`src/hw/conv3x3_pkg.sv`:
```
package conv3x3_pkg;

	////////////////////
	// Data widths

	// Pixels and weights share one signed format
	typedef logic signed [15:0] data_t;

	// Nine full-scale 16x16 products summed without overflow
	typedef logic signed [35:0] acc_t;

	////////////////////
	// Kernel geometry

	localparam int KERNEL_TAPS = 9;

	// Counts weights within one kernel
	typedef logic [3:0] tap_idx_t;

	////////////////////
	// Kernel loader FSM

	typedef enum logic {
		COLLECT,
		WRITE
	} loader_state_e;

endpackage

```
`src/hw/tap_if.sv`:
```
interface tap_if import conv3x3_pkg::*; ();

	// Tap 0 is top-left, tap 8 bottom-right, raster order
	data_t taps [KERNEL_TAPS];
	logic  valid;

	modport source (
		output taps,
		output valid
	);

	modport sink (
		input taps,
		input valid
	);

endinterface

```
`src/hw/window_gen.sv`:
```
module window_gen import conv3x3_pkg::*; #(
	parameter int IMG_WIDTH  = 8,
	parameter int IMG_HEIGHT = 8
) (
	input  logic  clk,
	input  logic  reset,
	input  logic  pixel_valid,
	input  data_t pixel_in,
	tap_if.source window
);

	localparam int COL_W = (IMG_WIDTH > 1) ? $clog2(IMG_WIDTH) : 1;
	localparam int ROW_W = (IMG_HEIGHT > 1) ? $clog2(IMG_HEIGHT) : 1;

	// Row r-1 and row r-2, indexed by column
	data_t            line_prev [IMG_WIDTH];
	data_t            line_old [IMG_WIDTH];
	data_t            win [3][3];
	logic [COL_W-1:0] col;
	logic [ROW_W-1:0] row;
	logic             col_last;
	logic             row_last;
	logic             win_done;
	logic             win_valid;

	assign col_last = (col == COL_W'(IMG_WIDTH - 1));
	assign row_last = (row == ROW_W'(IMG_HEIGHT - 1));
	assign win_done = pixel_valid && (col >= 2) && (row >= 2);

	////////////////////
	// Position tracking

	// Both counters wrap after the last pixel of a frame
	always_ff @(posedge clk) begin
		if (reset) begin
			col <= '0;
			row <= '0;
		end else if (pixel_valid) begin
			if (col_last) begin
				col <= '0;
				row <= row_last ? '0 : row + 1'b1;
			end else begin
				col <= col + 1'b1;
			end
		end
	end

	////////////////////
	// Line buffers

	always_ff @(posedge clk) begin
		if (pixel_valid) begin
			line_old[col]  <= line_prev[col];
			line_prev[col] <= pixel_in;
		end
	end

	////////////////////
	// Window registers

	// Shift left, new column enters on the right
	always_ff @(posedge clk) begin
		if (pixel_valid) begin
			for (int r = 0; r < 3; r++) begin
				win[r][0] <= win[r][1];
				win[r][1] <= win[r][2];
			end
			win[0][2] <= line_old[col];
			win[1][2] <= line_prev[col];
			win[2][2] <= pixel_in;
		end
	end

	// One strobe per complete window, a cycle after its last pixel
	always_ff @(posedge clk) begin
		if (reset) begin
			win_valid <= 1'b0;
		end else begin
			win_valid <= win_done;
		end
	end

	for (genvar r = 0; r < 3; r++) begin : g_row
		for (genvar c = 0; c < 3; c++) begin : g_col
			assign window.taps[r * 3 + c] = win[r][c];
		end
	end

	assign window.valid = win_valid;

	a_pos_in_frame: assert property (@(posedge clk) disable iff (reset)
		(col < IMG_WIDTH) && (row < IMG_HEIGHT))
		else $error("window_gen: position counter outside frame");

endmodule
```
`src/flat_wrapper.sv`:
```
// flat-port wrapper written by rule: the top's interface ports become plain ports
module window_gen_flat import conv3x3_pkg::*;
#(
	parameter int IMG_WIDTH  = 8,
	parameter int IMG_HEIGHT = 8
)
  (clk, reset, pixel_valid, pixel_in, window_taps, window_valid);
  tap_if window_i ();
  input  logic clk;
  input  logic reset;
  input  logic pixel_valid;
  input  data_t pixel_in;
  output wire logic [$bits(window_i.taps)-1:0] window_taps;
  output wire logic [$bits(window_i.valid)-1:0] window_valid;
  assign window_taps = {>>{window_i.taps}};
  assign window_valid = window_i.valid;
  window_gen #(.IMG_WIDTH(IMG_WIDTH), .IMG_HEIGHT(IMG_HEIGHT)) u_core (.clk(clk), .reset(reset), .pixel_valid(pixel_valid), .pixel_in(pixel_in), .window(window_i));
endmodule
```
`config.mk`:
```
export PLATFORM = sky130hd
export DESIGN_NAME = window_gen_flat
export DESIGN_NICKNAME = d
export VERILOG_FILES = /design/src/hw/conv3x3_pkg.sv /design/src/hw/tap_if.sv /design/src/hw/window_gen.sv /design/src/flat_wrapper.sv
export SDC_FILE = /design/constraint.sdc
export NUM_CORES = 1
export LEC_CHECK = 0
export BUFFER_PORTS_ARGS = -buffer_cell sky130_fd_sc_hd__buf_2
export CAP_MARGIN = 15
export CORE_MARGIN = 4
export CORE_UTILIZATION = 49
export CTS_CLUSTER_SIZE = 14
export DETAILED_ROUTE_END_ITERATION = 16
export GPL_ROUTABILITY_DRIVEN = 0
export GPL_TIMING_DRIVEN = 1
export PLACE_DENSITY = 0.71
export SLEW_MARGIN = 20
export SYNTH_ARGS = -nofsm -noshare
export SYNTH_HDL_FRONTEND = slang
export SYNTH_SLANG_ARGS = --single-unit
```
`constraint.sdc`:
```
create_clock -name clk -period 4.35 [get_ports clk]
set_input_delay 1.305 -clock clk [delete_from_list [all_inputs] [get_ports clk]]
set_output_delay 1.305 -clock clk [all_outputs]
set_load 0.02 [all_outputs]
```
==> run_results.csv <==
group,metric,value,unit
timing,fmaxAchievable,0.394,GHz
synth,synth_most_common_cell,"edfxtp_1",
synth,syn_area,14600,um2
final_layout,fillers,2043,
worst_setup_path,reg2reg_depth,3,
synth,synth-edff-count,400,
timing,drv_slew,0,
worst_setup_path,reg2reg_to,"u_core.line_old[2][15]",
worst_setup_path,cp.buffers_inverters,2,
worst_setup_path,r2r_slack,2.08,ns
synth,yosysWarnings,0,
synth,synth.top_cells.by_count,"400 x edfxtp_1, 40 x mux4_1, 32 x mux2_2",
floorplanning,die_h,180,um
floorplanning,dieWidth,180,um
pwr,ir_drop,280,uV
worst_hold_path,whs_path_depth,0,
final_layout,design_area,17200,um2
worst_hold_path,hold_path_class,"reg -> reg",
worst_setup_path,critPathKind,"in -> reg",
worst_setup_path,cp.arrival,2.75,ns
synth,synth_top_area_share,82.5,%
synth,synth-seq-cells,410,
final_layout,nNetsFinal,790,
clocking,clockBufferDepth,3,
worst_setup_path,required,4.56,ns
routing,vias_per_cell,5.41,
place,post-dp-hpwl,15200,um
place,placed_area,15900,um2
clocking,hold_buffers,0,
synth,synthArstFlopShare,0,%
routing,route.detailed.drc,0,
clocking,clk_pin_slew,0.06,ns
global_route,grt_pass1_vias,6837,
synth,synth_ff_type,"edfxtp_1",
synth,seq_area_frac_synth,83.9,%
timing,rsz0062_at_grt,"no",
routing,ant_nets,0,
worst_setup_path,path_delay_family,"simple AND/OR/NAND/NOR gates",
routing,first_iter_violations,452,
floorplanning,rows,62,
outcome,outcome,"complete, no violations",
floorplanning,start_util,50.2,%
routing,vias,6363,
pwr,power_leakage,5.88,nW
timing,maxSlewHeadroom,31.5,%
global_route,grt_pass1_wl,39700,um
worst_setup_path,cp-end-kind,"register",
global_route,antenna_found_initial,3,
routing,routedWlPerCell,21.7,um
clocking,clock-sinks,410,
synth,synthTopCellsByArea,"edfxtp_1 83%, mux4_1 7.2%, mux4_2 3.7%, mux2_2 2.5%, dfxtp_1 1.4%",
timing,tightest_slew,1.03,ns
synth,syn_area_per_cell,25.8,um2
worst_setup_path,setup.worst_path.start_class,"input pin",
final_layout,multi_input_area,2270,um2
global_route,overflow,0,
floorplanning,die_area,32500,um2
synth,synth_top_cell_by_area,"edfxtp_1",
timing,tns,0,ns
pwr,cellPowerDensity,498,nW/um2
worst_hold_path,min-delay-start,"u_core.win[0][107]",
timing,hold_viol_final,0,
clocking,clock_latency,0.53,ns
floorplanning,io_pins,164,
final_layout,seq_area,12200,um2
timing,fin_skew,0.00945,ns
synth,syn_inst,564,
final_layout,post_route_cells_drive_above_1_share,37.6,%
worst_setup_path,crit_path_max_fanout,20,
clocking,cts_inserted_buffers,42,
global_route,grt_use_total,15.6,%
synth,synth_cell_types,24,
timing,finalSetupViolations,0,
worst_setup_path,crit_slowest_cell,"nor2_4",
global_route,grt_max_degree,78,
timing,period_minus_slack,2.54,ns
floorplanning,fp.coreArea,29000,um2
clocking,post_cts_buffers,0,
final_layout,syn_to_final_growth,18.4,%
worst_setup_path,slowest_delay,0.65,ns
synth,synth_nets,589,
routing,first_pass_iters,5,
clocking,cts_tree,"built",
clocking,cts-root-buf,"clkbuf_16",
job,drv_cap,0,
worst_setup_path,crit_chain,"buf_6 > nand2b_1 > nor2_4 > buf_4",
routing,wl,25600,um
timing,min_period_over_period,58.4,%
worst_hold_path,min_to,"u_core.win[0][123]",
clocking,cts_resized,0,
clocking,h-tree-depth,2,
place,io_buffers,163,
## per-stage QoR
| step | cells | util (%) | hold WS, ns | power, mW | setup WS [ns] |
|---|---|---|---|---|---|
| floorplan | 564 | - | 0.501 | 5.06 | 0.284 |
| global placement | 1104 | 54.8 | 0.423 | 5.28 | 1.32 |
| detailed placement | 1104 | 54.8 | 0.428 | 5.30 | 1.23 |
| CTS | 1175 | 59.3 | 0.438 | 8.67 | 1.74 |
| global route | 1177 | 59.4 | 0.447 | 8.91 | 1.73 |
| finish | 1177 | 59.4 | 0.437 | 8.58 | 1.81 |
## layer usage
layer,vias up,GRT usage [%],wire length [um]
met1,3295,20.9,10600
met3,44,3.49,1570
met4,4,4.54,484
met2,207,26.1,12900
met5,-,0,22
li1,2813,-,-
## power breakdown
group / total (mW) / switching (mW) / internal (mW)
registers: 4.66 / 0.0858 / 4.57
logic: 0.552 / 0.349 / 0.203
clock network: 3.37 / 1.37 / 2.01
## final cells by class
| type | count | area share (%) |
|---|---|---|
| timing repair buffer | 176 | 5.53 |
| clock inverter | 19 | 1.18 |
| inverter | 2 | 0.0436 |
| antenna | 1 | 0.0145 |
| tap | 384 | 2.79 |
| multi-input combinational | 133 | 13.2 |
| sequential | 410 | 70.9 |
| clock buffer | 52 | 6.32 |
## worst max path at each step
stage / from / to / slack, ns / cells after the start
floorplan: pixel_valid / u_core.line_old[0][0] / 0.28 / 2
global placement: pixel_valid / u_core.line_prev[5][10] / 1.32 / 4
detailed placement: pixel_valid / u_core.line_prev[4][10] / 1.23 / 4
CTS: register / u_core.line_old[1][4] / 1.74 / 3
global route: pixel_valid / u_core.line_prev[5][12] / 1.73 / 4
finish: pixel_valid / u_core.line_prev[2][5] / 1.81 / 4
## cells by family (layout without fill, tap and decap cells)
family	count (synthesis)	in the layout	share of synthesized area, %
other	0	1	0
adder cells (fa/ha/maj)	6	6	0.516
buffers and inverters	21	249	0.911
multiplexers	97	97	13.5
AO/OA/AOI/OAI	8	8	0.387
flip-flops	410	410	83.9
AND/OR/NAND/NOR	22	22	0.800
## placed cells by master (no fill, tap or decap), types with 3 or more instances in the layout
cell       count
clkbuf_1      10
clkinv_2       3
nand2b_1       4
buf_2        162
nor2_4         6
dfxtp_1        7
mux4_1        40
buf_4         11
ha_1           6
clkinv_1       9
mux2_2        32
a21oi_1        4
edfxtp_1     400
bufinv_16      4
clkbuf_16     42
mux4_2        24
## sequential cells by signal (all words and copies together), names as in the netlist, named ones only
signal / cells
u_core.row: 3
u_core.line_prev: 128
u_core.line_old: 128
u_core.col: 3
u_core.window.valid: 1
u_core.win: 144
Power figures use the tool's default switching activity.
