===== config.mk =====
export PLATFORM = sky130hd
export DESIGN_NAME = kernel_loader_flat
export DESIGN_NICKNAME = d
export VERILOG_FILES = /design/src/hw/conv3x3_pkg.sv /design/src/hw/tap_if.sv /design/src/hw/kernel_loader.sv /design/src/flat_wrapper.sv
export SDC_FILE = /design/constraint.sdc
export NUM_CORES = 1
export LEC_CHECK = 0
export ABC_AREA = 0
export BUFFER_PORTS_ARGS = -buffer_cell sky130_fd_sc_hd__buf_2
export CAP_MARGIN = 20
export CORE_MARGIN = 2
export CORE_UTILIZATION = 60
export CTS_CLUSTER_DIAMETER = 30
export DETAILED_ROUTE_END_ITERATION = 8
export GPL_TIMING_DRIVEN = 1
export PLACE_DENSITY = 0.89
export SYNTH_ARGS = -nofsm -noshare
export SYNTH_HDL_FRONTEND = slang
export SYNTH_SLANG_ARGS = --single-unit

===== constraint.sdc =====
create_clock -name clk -period 9.6 [get_ports clk]
set_clock_uncertainty 0.05 [all_clocks]
set_input_delay 0.96 -clock clk [delete_from_list [all_inputs] [get_ports clk]]
set_output_delay 0.96 -clock clk [all_outputs]
set_load 0.005 [all_outputs]

===== src/hw/conv3x3_pkg.sv =====
package conv3x3_pkg;

	////////////////////
	// Data widths

	// Pixels and weights share one signed format
	typedef logic signed [15:0] data_t;

	// Nine full-scale 16x16 products summed without overflow
	typedef logic signed [35:0] acc_t;

	////////////////////
	// Kernel geometry

	localparam int KERNEL_TAPS = 9;

	// Counts weights within one kernel
	typedef logic [3:0] tap_idx_t;

	////////////////////
	// Kernel loader FSM

	typedef enum logic {
		COLLECT,
		WRITE
	} loader_state_e;

endpackage


===== src/hw/tap_if.sv =====
interface tap_if import conv3x3_pkg::*; ();

	// Tap 0 is top-left, tap 8 bottom-right, raster order
	data_t taps [KERNEL_TAPS];
	logic  valid;

	modport source (
		output taps,
		output valid
	);

	modport sink (
		input taps,
		input valid
	);

endinterface


===== src/hw/kernel_loader.sv =====
module kernel_loader import conv3x3_pkg::*; #(
	parameter int KERNEL_DEPTH = 4
) (
	input  logic  clk,
	input  logic  reset,
	input  logic  weight_valid,
	input  data_t weight_in,
	input  logic  load_weights,
	output logic  kernel_ready,
	tap_if.source taps
);

	localparam int PTR_W = (KERNEL_DEPTH > 1) ? $clog2(KERNEL_DEPTH) : 1;
	localparam int FILL_W = $clog2(KERNEL_DEPTH + 1);

	data_t            chain [KERNEL_TAPS];
	data_t            kernel_mem [KERNEL_DEPTH][KERNEL_TAPS];
	data_t            active [KERNEL_TAPS];
	tap_idx_t         weight_cnt;
	loader_state_e    state;
	logic [PTR_W-1:0] wr_ptr;
	logic [PTR_W-1:0] rd_ptr;
	logic [FILL_W-1:0] fill;
	logic             full;
	logic             empty;
	logic             wr_en;
	logic             rd_en;
	logic             last_weight;

	function automatic logic [PTR_W-1:0] next_ptr(input logic [PTR_W-1:0] ptr);
		return (ptr == PTR_W'(KERNEL_DEPTH - 1)) ? '0 : ptr + 1'b1;
	endfunction

	////////////////////
	// Weight shift chain

	// First weight of a kernel ends up in chain[0]
	always_ff @(posedge clk) begin
		if (weight_valid) begin
			for (int i = 0; i < KERNEL_TAPS - 1; i++) begin
				chain[i] <= chain[i + 1];
			end
			chain[KERNEL_TAPS - 1] <= weight_in;
		end
	end

	assign last_weight = weight_valid && (weight_cnt == tap_idx_t'(KERNEL_TAPS - 1));

	always_ff @(posedge clk) begin
		if (reset) begin
			weight_cnt <= '0;
			state      <= COLLECT;
		end else begin
			if (weight_valid) begin
				weight_cnt <= last_weight ? '0 : weight_cnt + 1'b1;
			end
			case (state)
				COLLECT: state <= last_weight ? WRITE : COLLECT;
				WRITE:   state <= COLLECT;
				default: state <= COLLECT;
			endcase
		end
	end

	////////////////////
	// Kernel queue

	assign full  = (fill == FILL_W'(KERNEL_DEPTH));
	assign empty = (fill == '0);
	// Kernel dropped when full, load ignored when empty
	assign wr_en = (state == WRITE) && !full;
	assign rd_en = load_weights && !empty;

	always_ff @(posedge clk) begin
		if (wr_en) begin
			kernel_mem[wr_ptr] <= chain;
		end
		if (rd_en) begin
			active <= kernel_mem[rd_ptr];
		end
	end

	always_ff @(posedge clk) begin
		if (reset) begin
			wr_ptr       <= '0;
			rd_ptr       <= '0;
			fill         <= '0;
			kernel_ready <= 1'b0;
		end else begin
			if (wr_en) begin
				wr_ptr <= next_ptr(wr_ptr);
			end
			if (rd_en) begin
				rd_ptr       <= next_ptr(rd_ptr);
				kernel_ready <= 1'b1;
			end
			case ({wr_en, rd_en})
				2'b10:   fill <= fill + 1'b1;
				2'b01:   fill <= fill - 1'b1;
				default: fill <= fill;
			endcase
		end
	end

	assign taps.taps  = active;
	assign taps.valid = kernel_ready;

	a_load_not_empty: assert property (@(posedge clk) disable iff (reset)
		load_weights |-> !empty)
		else $error("kernel_loader: load_weights with empty kernel queue");

	a_write_not_full: assert property (@(posedge clk) disable iff (reset)
		(state == WRITE) |-> !full)
		else $error("kernel_loader: kernel dropped, queue full");

endmodule


===== src/flat_wrapper.sv =====
// flat-port wrapper written by rule: the top's interface ports become plain ports
module kernel_loader_flat import conv3x3_pkg::*;
#(
	parameter int KERNEL_DEPTH = 4
)
  (clk, reset, weight_valid, weight_in, load_weights, kernel_ready, taps_taps, taps_valid);
  tap_if taps_i ();
  input  logic clk;
  input  logic reset;
  input  logic weight_valid;
  input  data_t weight_in;
  input  logic load_weights;
  output logic kernel_ready;
  output wire logic [$bits(taps_i.taps)-1:0] taps_taps;
  output wire logic [$bits(taps_i.valid)-1:0] taps_valid;
  assign taps_taps = {>>{taps_i.taps}};
  assign taps_valid = taps_i.valid;
  kernel_loader #(.KERNEL_DEPTH(KERNEL_DEPTH)) u_core (.clk(clk), .reset(reset), .weight_valid(weight_valid), .weight_in(weight_in), .load_weights(load_weights), .kernel_ready(kernel_ready), .taps(taps_i));
endmodule

==> impl_metrics.toml, run 1 <==
[routing]
drt_iter0_drc = 1271
drc = 0
drt_wl_total_mm = 64.9
num_vias = 13100
wl_per_cell_um = 29.9
vias_per_cell = 6.05
first_pass_iters = 6
drtAntennaViolNets = 0

[clock_tree]
cts_buffer_depth = 3
postCtsSetupRepairBufs = 0
ctsHoldBuffers = 0
clkTransAtPathRegs_ns = 0.05
htreeDepth = 3
cts_tree = "yes"
clock_latency_ns = 0.67
numCtsBuffers = 119
root_buffer = "clkbuf_16"
cts.sinks = 877
cts_resized = 0

[worst_setup_path]
path_cells = "inv_1 -> ha_1 -> and3_4 -> buf_4 -> buf_4"
critPathTopFamily = "buffers and inverters"
crit_top_cell = "buf_4"
start_kind = "flop"
path_max_fanout = 65
cp_num_buf_inv = 3
cp.required_ns = 9.81
critPathMaxStageDelay_ns = 0.89
crit_type = "reg2reg"
r2r_slack_ns = 6.33
cpMaxStageDelayCell = "buf_4"
cp-end-kind = "flop"
arrival_ns = 3.48

[floorplan]
start_util = 0.604
die_y_um = 228
core.rowCount = 82
dieArea_sq_um = 52000
die_w_um = 228
fp.coreArea_sq_um = 49900
ios = 166

[sta]
slew_violations = 0
rsz0062_at_grt = "no"
tightest_slew_ns = 1.14
max_slew_margin = 0.243
fin_crit_ns = 3.27
clock.fmax_ghz = 0.305
setup_tns_ns = 0
min_period_over_period = 0.341
hold_slack_ns = 0.429
hold_violations = 0
setup-violations-final = 0

[global_route]
grt_overflow = 0
grt_usage = 0.254
grt_pass1_vias = 13800
grt_first_pass_wirelength_mm = 94.4
grt_max_degree = 92
antenna_found_initial = 2

[layout]
finalNetCount = 1417
post-route-util = 0.721
final_area_sq_um = 35900
register_area_sq_um = 26200
nFillCells = 2678
layout-drive-gt1-share = 0.362
area_growth_pct = 19.3
multi_input_area_sq_um = 3670
antenna_cells = 0

[place]
postPlaceCellArea_sq_um = 31700
gp_congestion = 0.714
portBuffers = 165
post-dp-hpwl_mm = 31.6

[pwr]
power_leakage_nw = 11.6
vdd_drop_max_uv = 224
p_per_area_nw_per_um2 = 246
power.total_w = 0.00883

[yosys]
syn_inst = 1118
synth_fp_nets = 1147
avgSynthCellArea_sq_um = 26.9
yosysSeqAreaShare = 0.870
yosysWarningCount = 0
synth-seq-cells = 877
synthDistinctLibCells = 31
netlist_area_sq_um = 30100

[job]
maxCapViolCount = 0

[outcome]
status = "completed"

[min_path]
hp-class = "in2reg"
## per-stage QoR
stage,setup WS (ns),instances
after floorplan,3.30,1118
after global placement,6.07,1935
after detailed placement,6.11,1937
after CTS,6.25,2164
after global routing,6.11,2166
final,6.33,2166
## cells in the mapped netlist (all sizes together)
| master | number | area (sq um) |
|---|---|---|
| a211o | 1 | 8.76 |
| a21boi | 1 | 7.51 |
| a21oi | 5 | 25.0 |
| and2 | 1 | 8.76 |
| and3 | 4 | 25.0 |
| and4b | 1 | 10.0 |
| buf | 32 | 234 |
| clkbuf | 2 | 7.51 |
| dfxtp | 13 | 260 |
| edfxtp | 864 | 25900 |
| fa | 1 | 20.0 |
| ha | 8 | 100 |
| inv | 8 | 30.0 |
| mux2i | 4 | 40.0 |
| mux4 | 144 | 3240 |
| nand2 | 3 | 11.3 |
| nand2b | 3 | 18.8 |
| nand3 | 2 | 10.0 |
| nand3b | 1 | 7.51 |
| nor2 | 9 | 33.8 |
| nor3 | 1 | 5.00 |
| nor4b | 1 | 8.76 |
| o21ai | 3 | 15.0 |
| o31a | 1 | 8.76 |
| o31ai | 1 | 7.51 |
| or3 | 1 | 6.26 |
| or3b | 1 | 11.3 |
| xor2 | 2 | 17.5 |
## per-layer routing
layer / share of wire / global-route usage / up-vias
met1: 0.36 / 0.328 / 6919
met2: 0.54 / 0.439 / 715
met3: 0.069 / 0.0496 / 121
li1: - / - / 5338
met4: 0.031 / 0.0903 / 2
met5: 0.00020 / 0 / -
## cell usage in the layout (no fill, tap or decap), types with 4 or more instances in the layout
| master | n |
|---|---|
| ha_1 | 8 |
| nor2_1 | 9 |
| clkinv_2 | 19 |
| clkinv_1 | 14 |
| edfxtp_1 | 864 |
| inv_6 | 17 |
| clkbuf_1 | 8 |
| and3_4 | 4 |
| inv_8 | 4 |
| inv_1 | 8 |
| clkinv_4 | 9 |
| buf_2 | 164 |
| clkbuf_16 | 123 |
| a21oi_1 | 5 |
| bufinv_16 | 16 |
| mux4_2 | 144 |
| buf_4 | 14 |
| dfxtp_1 | 11 |
| clkinvlp_4 | 16 |
| mux2i_1 | 4 |
## kinds of logic after synthesis
kind of cell               after synthesis  share of synthesized area
buffers and inverters                   42                    0.00901
xor gates and xnor gates                 2                   0.000582
AOI/OAI and AO/OA                       12                    0.00241
DFF                                    877                      0.870
muxes                                  148                      0.109
and+or+nand+nor                         28                    0.00519
adders and majority gates                9                    0.00399
## area by class of cell
cell class,instances,share of cell area
repair buffers,183,0.0290
clock buffers,131,0.0865
multi-input cells,199,0.102
flip-flops and latches,877,0.729
clock inverters,96,0.0289
well taps,672,0.0234
inverters,8,0.000835
## worst paths after layout
check	cells after the start	end	startpoint
max	5	u_core.kernel_mem[2][45]	u_core.wr_ptr[0]
min reg2reg	0	u_core.kernel_mem[0][139]	u_core.chain[139]
max reg2reg	5	u_core.kernel_mem[2][45]	u_core.wr_ptr[0]
min	1	u_core.chain[6]	weight_in[6]
## flip-flops by register name, indices dropped and copies added (netlist names)
signal and count:
u_core.chain 144, u_core.fill 3, u_core.kernel_mem 576, u_core.kernel_ready 1, u_core.rd_ptr 2, u_core.state 1, u_core.taps.taps 144, u_core.weight_cnt 4
u_core.wr_ptr 2
## power breakdown
| group | total, W | leakage [nW] | internal, W | switching [W] |
|---|---|---|---|---|
| Clock | 0.00451 | 2.00 | 0.00280 | 0.00171 |
| Combinational | 0.0000238 | 1.65 | 0.00000494 | 0.0000189 |
| Sequential | 0.00430 | 7.98 | 0.00425 | 0.0000543 |
(Power assumes the default switching activity.)
==> inputs of run 2 (changes only) <==
Settings changed: CORE_UTILIZATION 60 to 54, PLACE_DENSITY 0.89 to 0.85.
Clock period 9.6 ns to 2.8 ns, I/O delays scaled along.
==> run 2 against run 1 <==
Sequential share of layout area is 2.0 points lower. Highest routed layer is now met4. Worst hold slack worse by 0.33 ns. Worst setup slack worse by 5.9 ns. Maximum frequency is 37% higher. Register-to-register slack worse by 5.9 ns. Design area is 2.9% higher. Sequential power grew to 3.4 times the previous value. Largest power group unchanged. Non-clock buffer count is 29 higher. Global-route usage is 4.5 points lower. Critical path depth is 4 higher. Clock-buffer cell count is 28 higher.
==> impl_metrics.toml, run 2 (same netlist as run 1, synthesis figures left out) <==
[worst_setup_path]
r2r_cells = 9
path_max_fanout = 6
crit_type = "reg2reg"
path_cells = "or3b_4 -> and2_4 -> inv_1 -> ha_4 -> inv_1 -> fa_1 -> xor2_1 -> or3_1 -> a21oi_1"
cp.required_ns = 3.40
critPathMaxStageDelay_ns = 0.44
cp-end-kind = "flop"
crit_top_cell = "inv_1"
r2r-start = "u_core.fill[2]"
start_kind = "flop"
cpMaxStageDelayCell = "or3b_4"
cp-startpoint = "u_core.fill[2]"
arrival_ns = 3.00

[clock_tree]
cts_tree = "yes"
clkTransAtPathRegs_ns = 0.05
clock_latency_ns = 0.73
cts_buffer_depth = 3
root_buffer = "clkbuf_16"
cts_resized = 0
numCtsBuffers = 142
htreeDepth = 4
postCtsSetupRepairBufs = 0
ctsHoldBuffers = 17
cts.sinks = 877

[place]
portBuffers = 165
gp_congestion = 0.715
post-dp-hpwl_mm = 28.5
postPlaceCellArea_sq_um = 32200

[routing]
drtAntennaViolNets = 0
wl_per_cell_um = 24.9
wl_met2_mm = 29.5
wl_met3_mm = 3.94
drt_iter0_drc = 1081
drc = 0
drt_wl_total_mm = 57.3
drt-met1-wl_mm = 22.7
first_pass_iters = 5
top_layer_used = "met4"
num_vias = 12700
vias_per_cell = 5.53

[layout]
area_growth_pct = 22.7
largest_reg_flops = 576
layout_commonest_cell = "edfxtp_1"
register_area_sq_um = 26200
final_area_sq_um = 37000
nFillCells = 3296
largest-register = "u_core.kernel_mem"
multi_input_area_sq_um = 3690
layout_common_cells = "edfxtp_1, buf_2, mux4_2"
antenna_cells = 0
finalNetCount = 1469
layout-drive-gt1-share = 0.370

[pwr]
vdd_drop_max_uv = 775
pwr-share-clk = 0.528
power.total_w = 0.0315
p_per_area_nw_per_um2 = 851
intPower_w = 0.0249
power_leakage_nw = 12.0
pwr-share-comb = 0.003
switching_share = 0.207
power_frac_seq = 0.469
p_sw_w = 0.00653

[sta]
max_slew_margin = 0.276
rsz0062_at_grt = "no"
min_period_over_period = 0.856
hold_violations = 0
clock.fmax_ghz = 0.417
slew_violations = 0
fin_crit_ns = 2.40
setup-violations-final = 0
tightest_slew_ns = 1.09

[min_path]
hold_path_depth = 1
hold_path_startpoint = "weight_valid"
hp-class = "in2reg"

[job]
maxCapViolCount = 0

[floorplan]
die_y_um = 240
die_w_um = 240
core.rowCount = 86
ios = 166
fp.coreArea_sq_um = 55100
dieArea_sq_um = 57700
start_util = 0.547

[global_route]
grt_max_degree = 148
antenna_found_initial = 1
grt_overflow = 0
grt_pass1_vias = 13700
grt_usage = 0.209
grt_first_pass_wirelength_mm = 86.3

[outcome]
status = "completed"
-- run 2: worst paths after layout --
path / end / slack, ns
max: u_core.fill[2] / 0.40
min: u_core.chain[11] / 0.1
max reg2reg: u_core.fill[2] / 0.40
min reg2reg: u_core.kernel_mem[0][132] / 0.46
-- run 2: critical path, delay by kind of cell (launching register included) --
family	cells	cell delay, ns
compound gates	1	0.14
xor+xnor	1	0.16
fa+ha+maj	2	0.52
buf+inv	2	0.13
flops	1	0.41
simple gates	3	0.94
-- run 2: cell type report --
class,instances,share of cell area
clock inverter,101,0.0280
multi-input combinational,199,0.0998
inverter,8,0.000812
sequential,877,0.709
clock buffer,159,0.0978
timing repair buffer,212,0.0394
tap,748,0.0253
-- run 2: metal layers --
metal	vias up	track usage
met5	-	0
met4	0	0.0723
met3	89	0.0681
met2	470	0.338
met1	6719	0.270
li1	5452	-
-- run 2: metrics by stage --
stage                     setup WS [ns]   util  hold WS (ns)  std cells  TNS, ns
after floorplan                 -0.0467      -         0.309       1118   -26.81
after global placement            0.505  0.584         0.407       2027        0
after detailed placement          0.464  0.584         0.408       2027        0
after CTS                         0.410  0.671         0.119       2304        0
after global routing              0.280  0.671         0.117       2304        0
final                             0.404  0.671        0.0959       2304        0
-- run 2: power by group through the flow --
stage                     Combinational (W)  Clock, W  Sequential [W]
final                              0.000109    0.0166          0.0147
after detailed placement          0.0000929         0          0.0150
after global routing               0.000119    0.0175          0.0148
after CTS                          0.000111    0.0169          0.0147
after floorplan                   0.0000108         0          0.0149
after global placement            0.0000891         0          0.0150
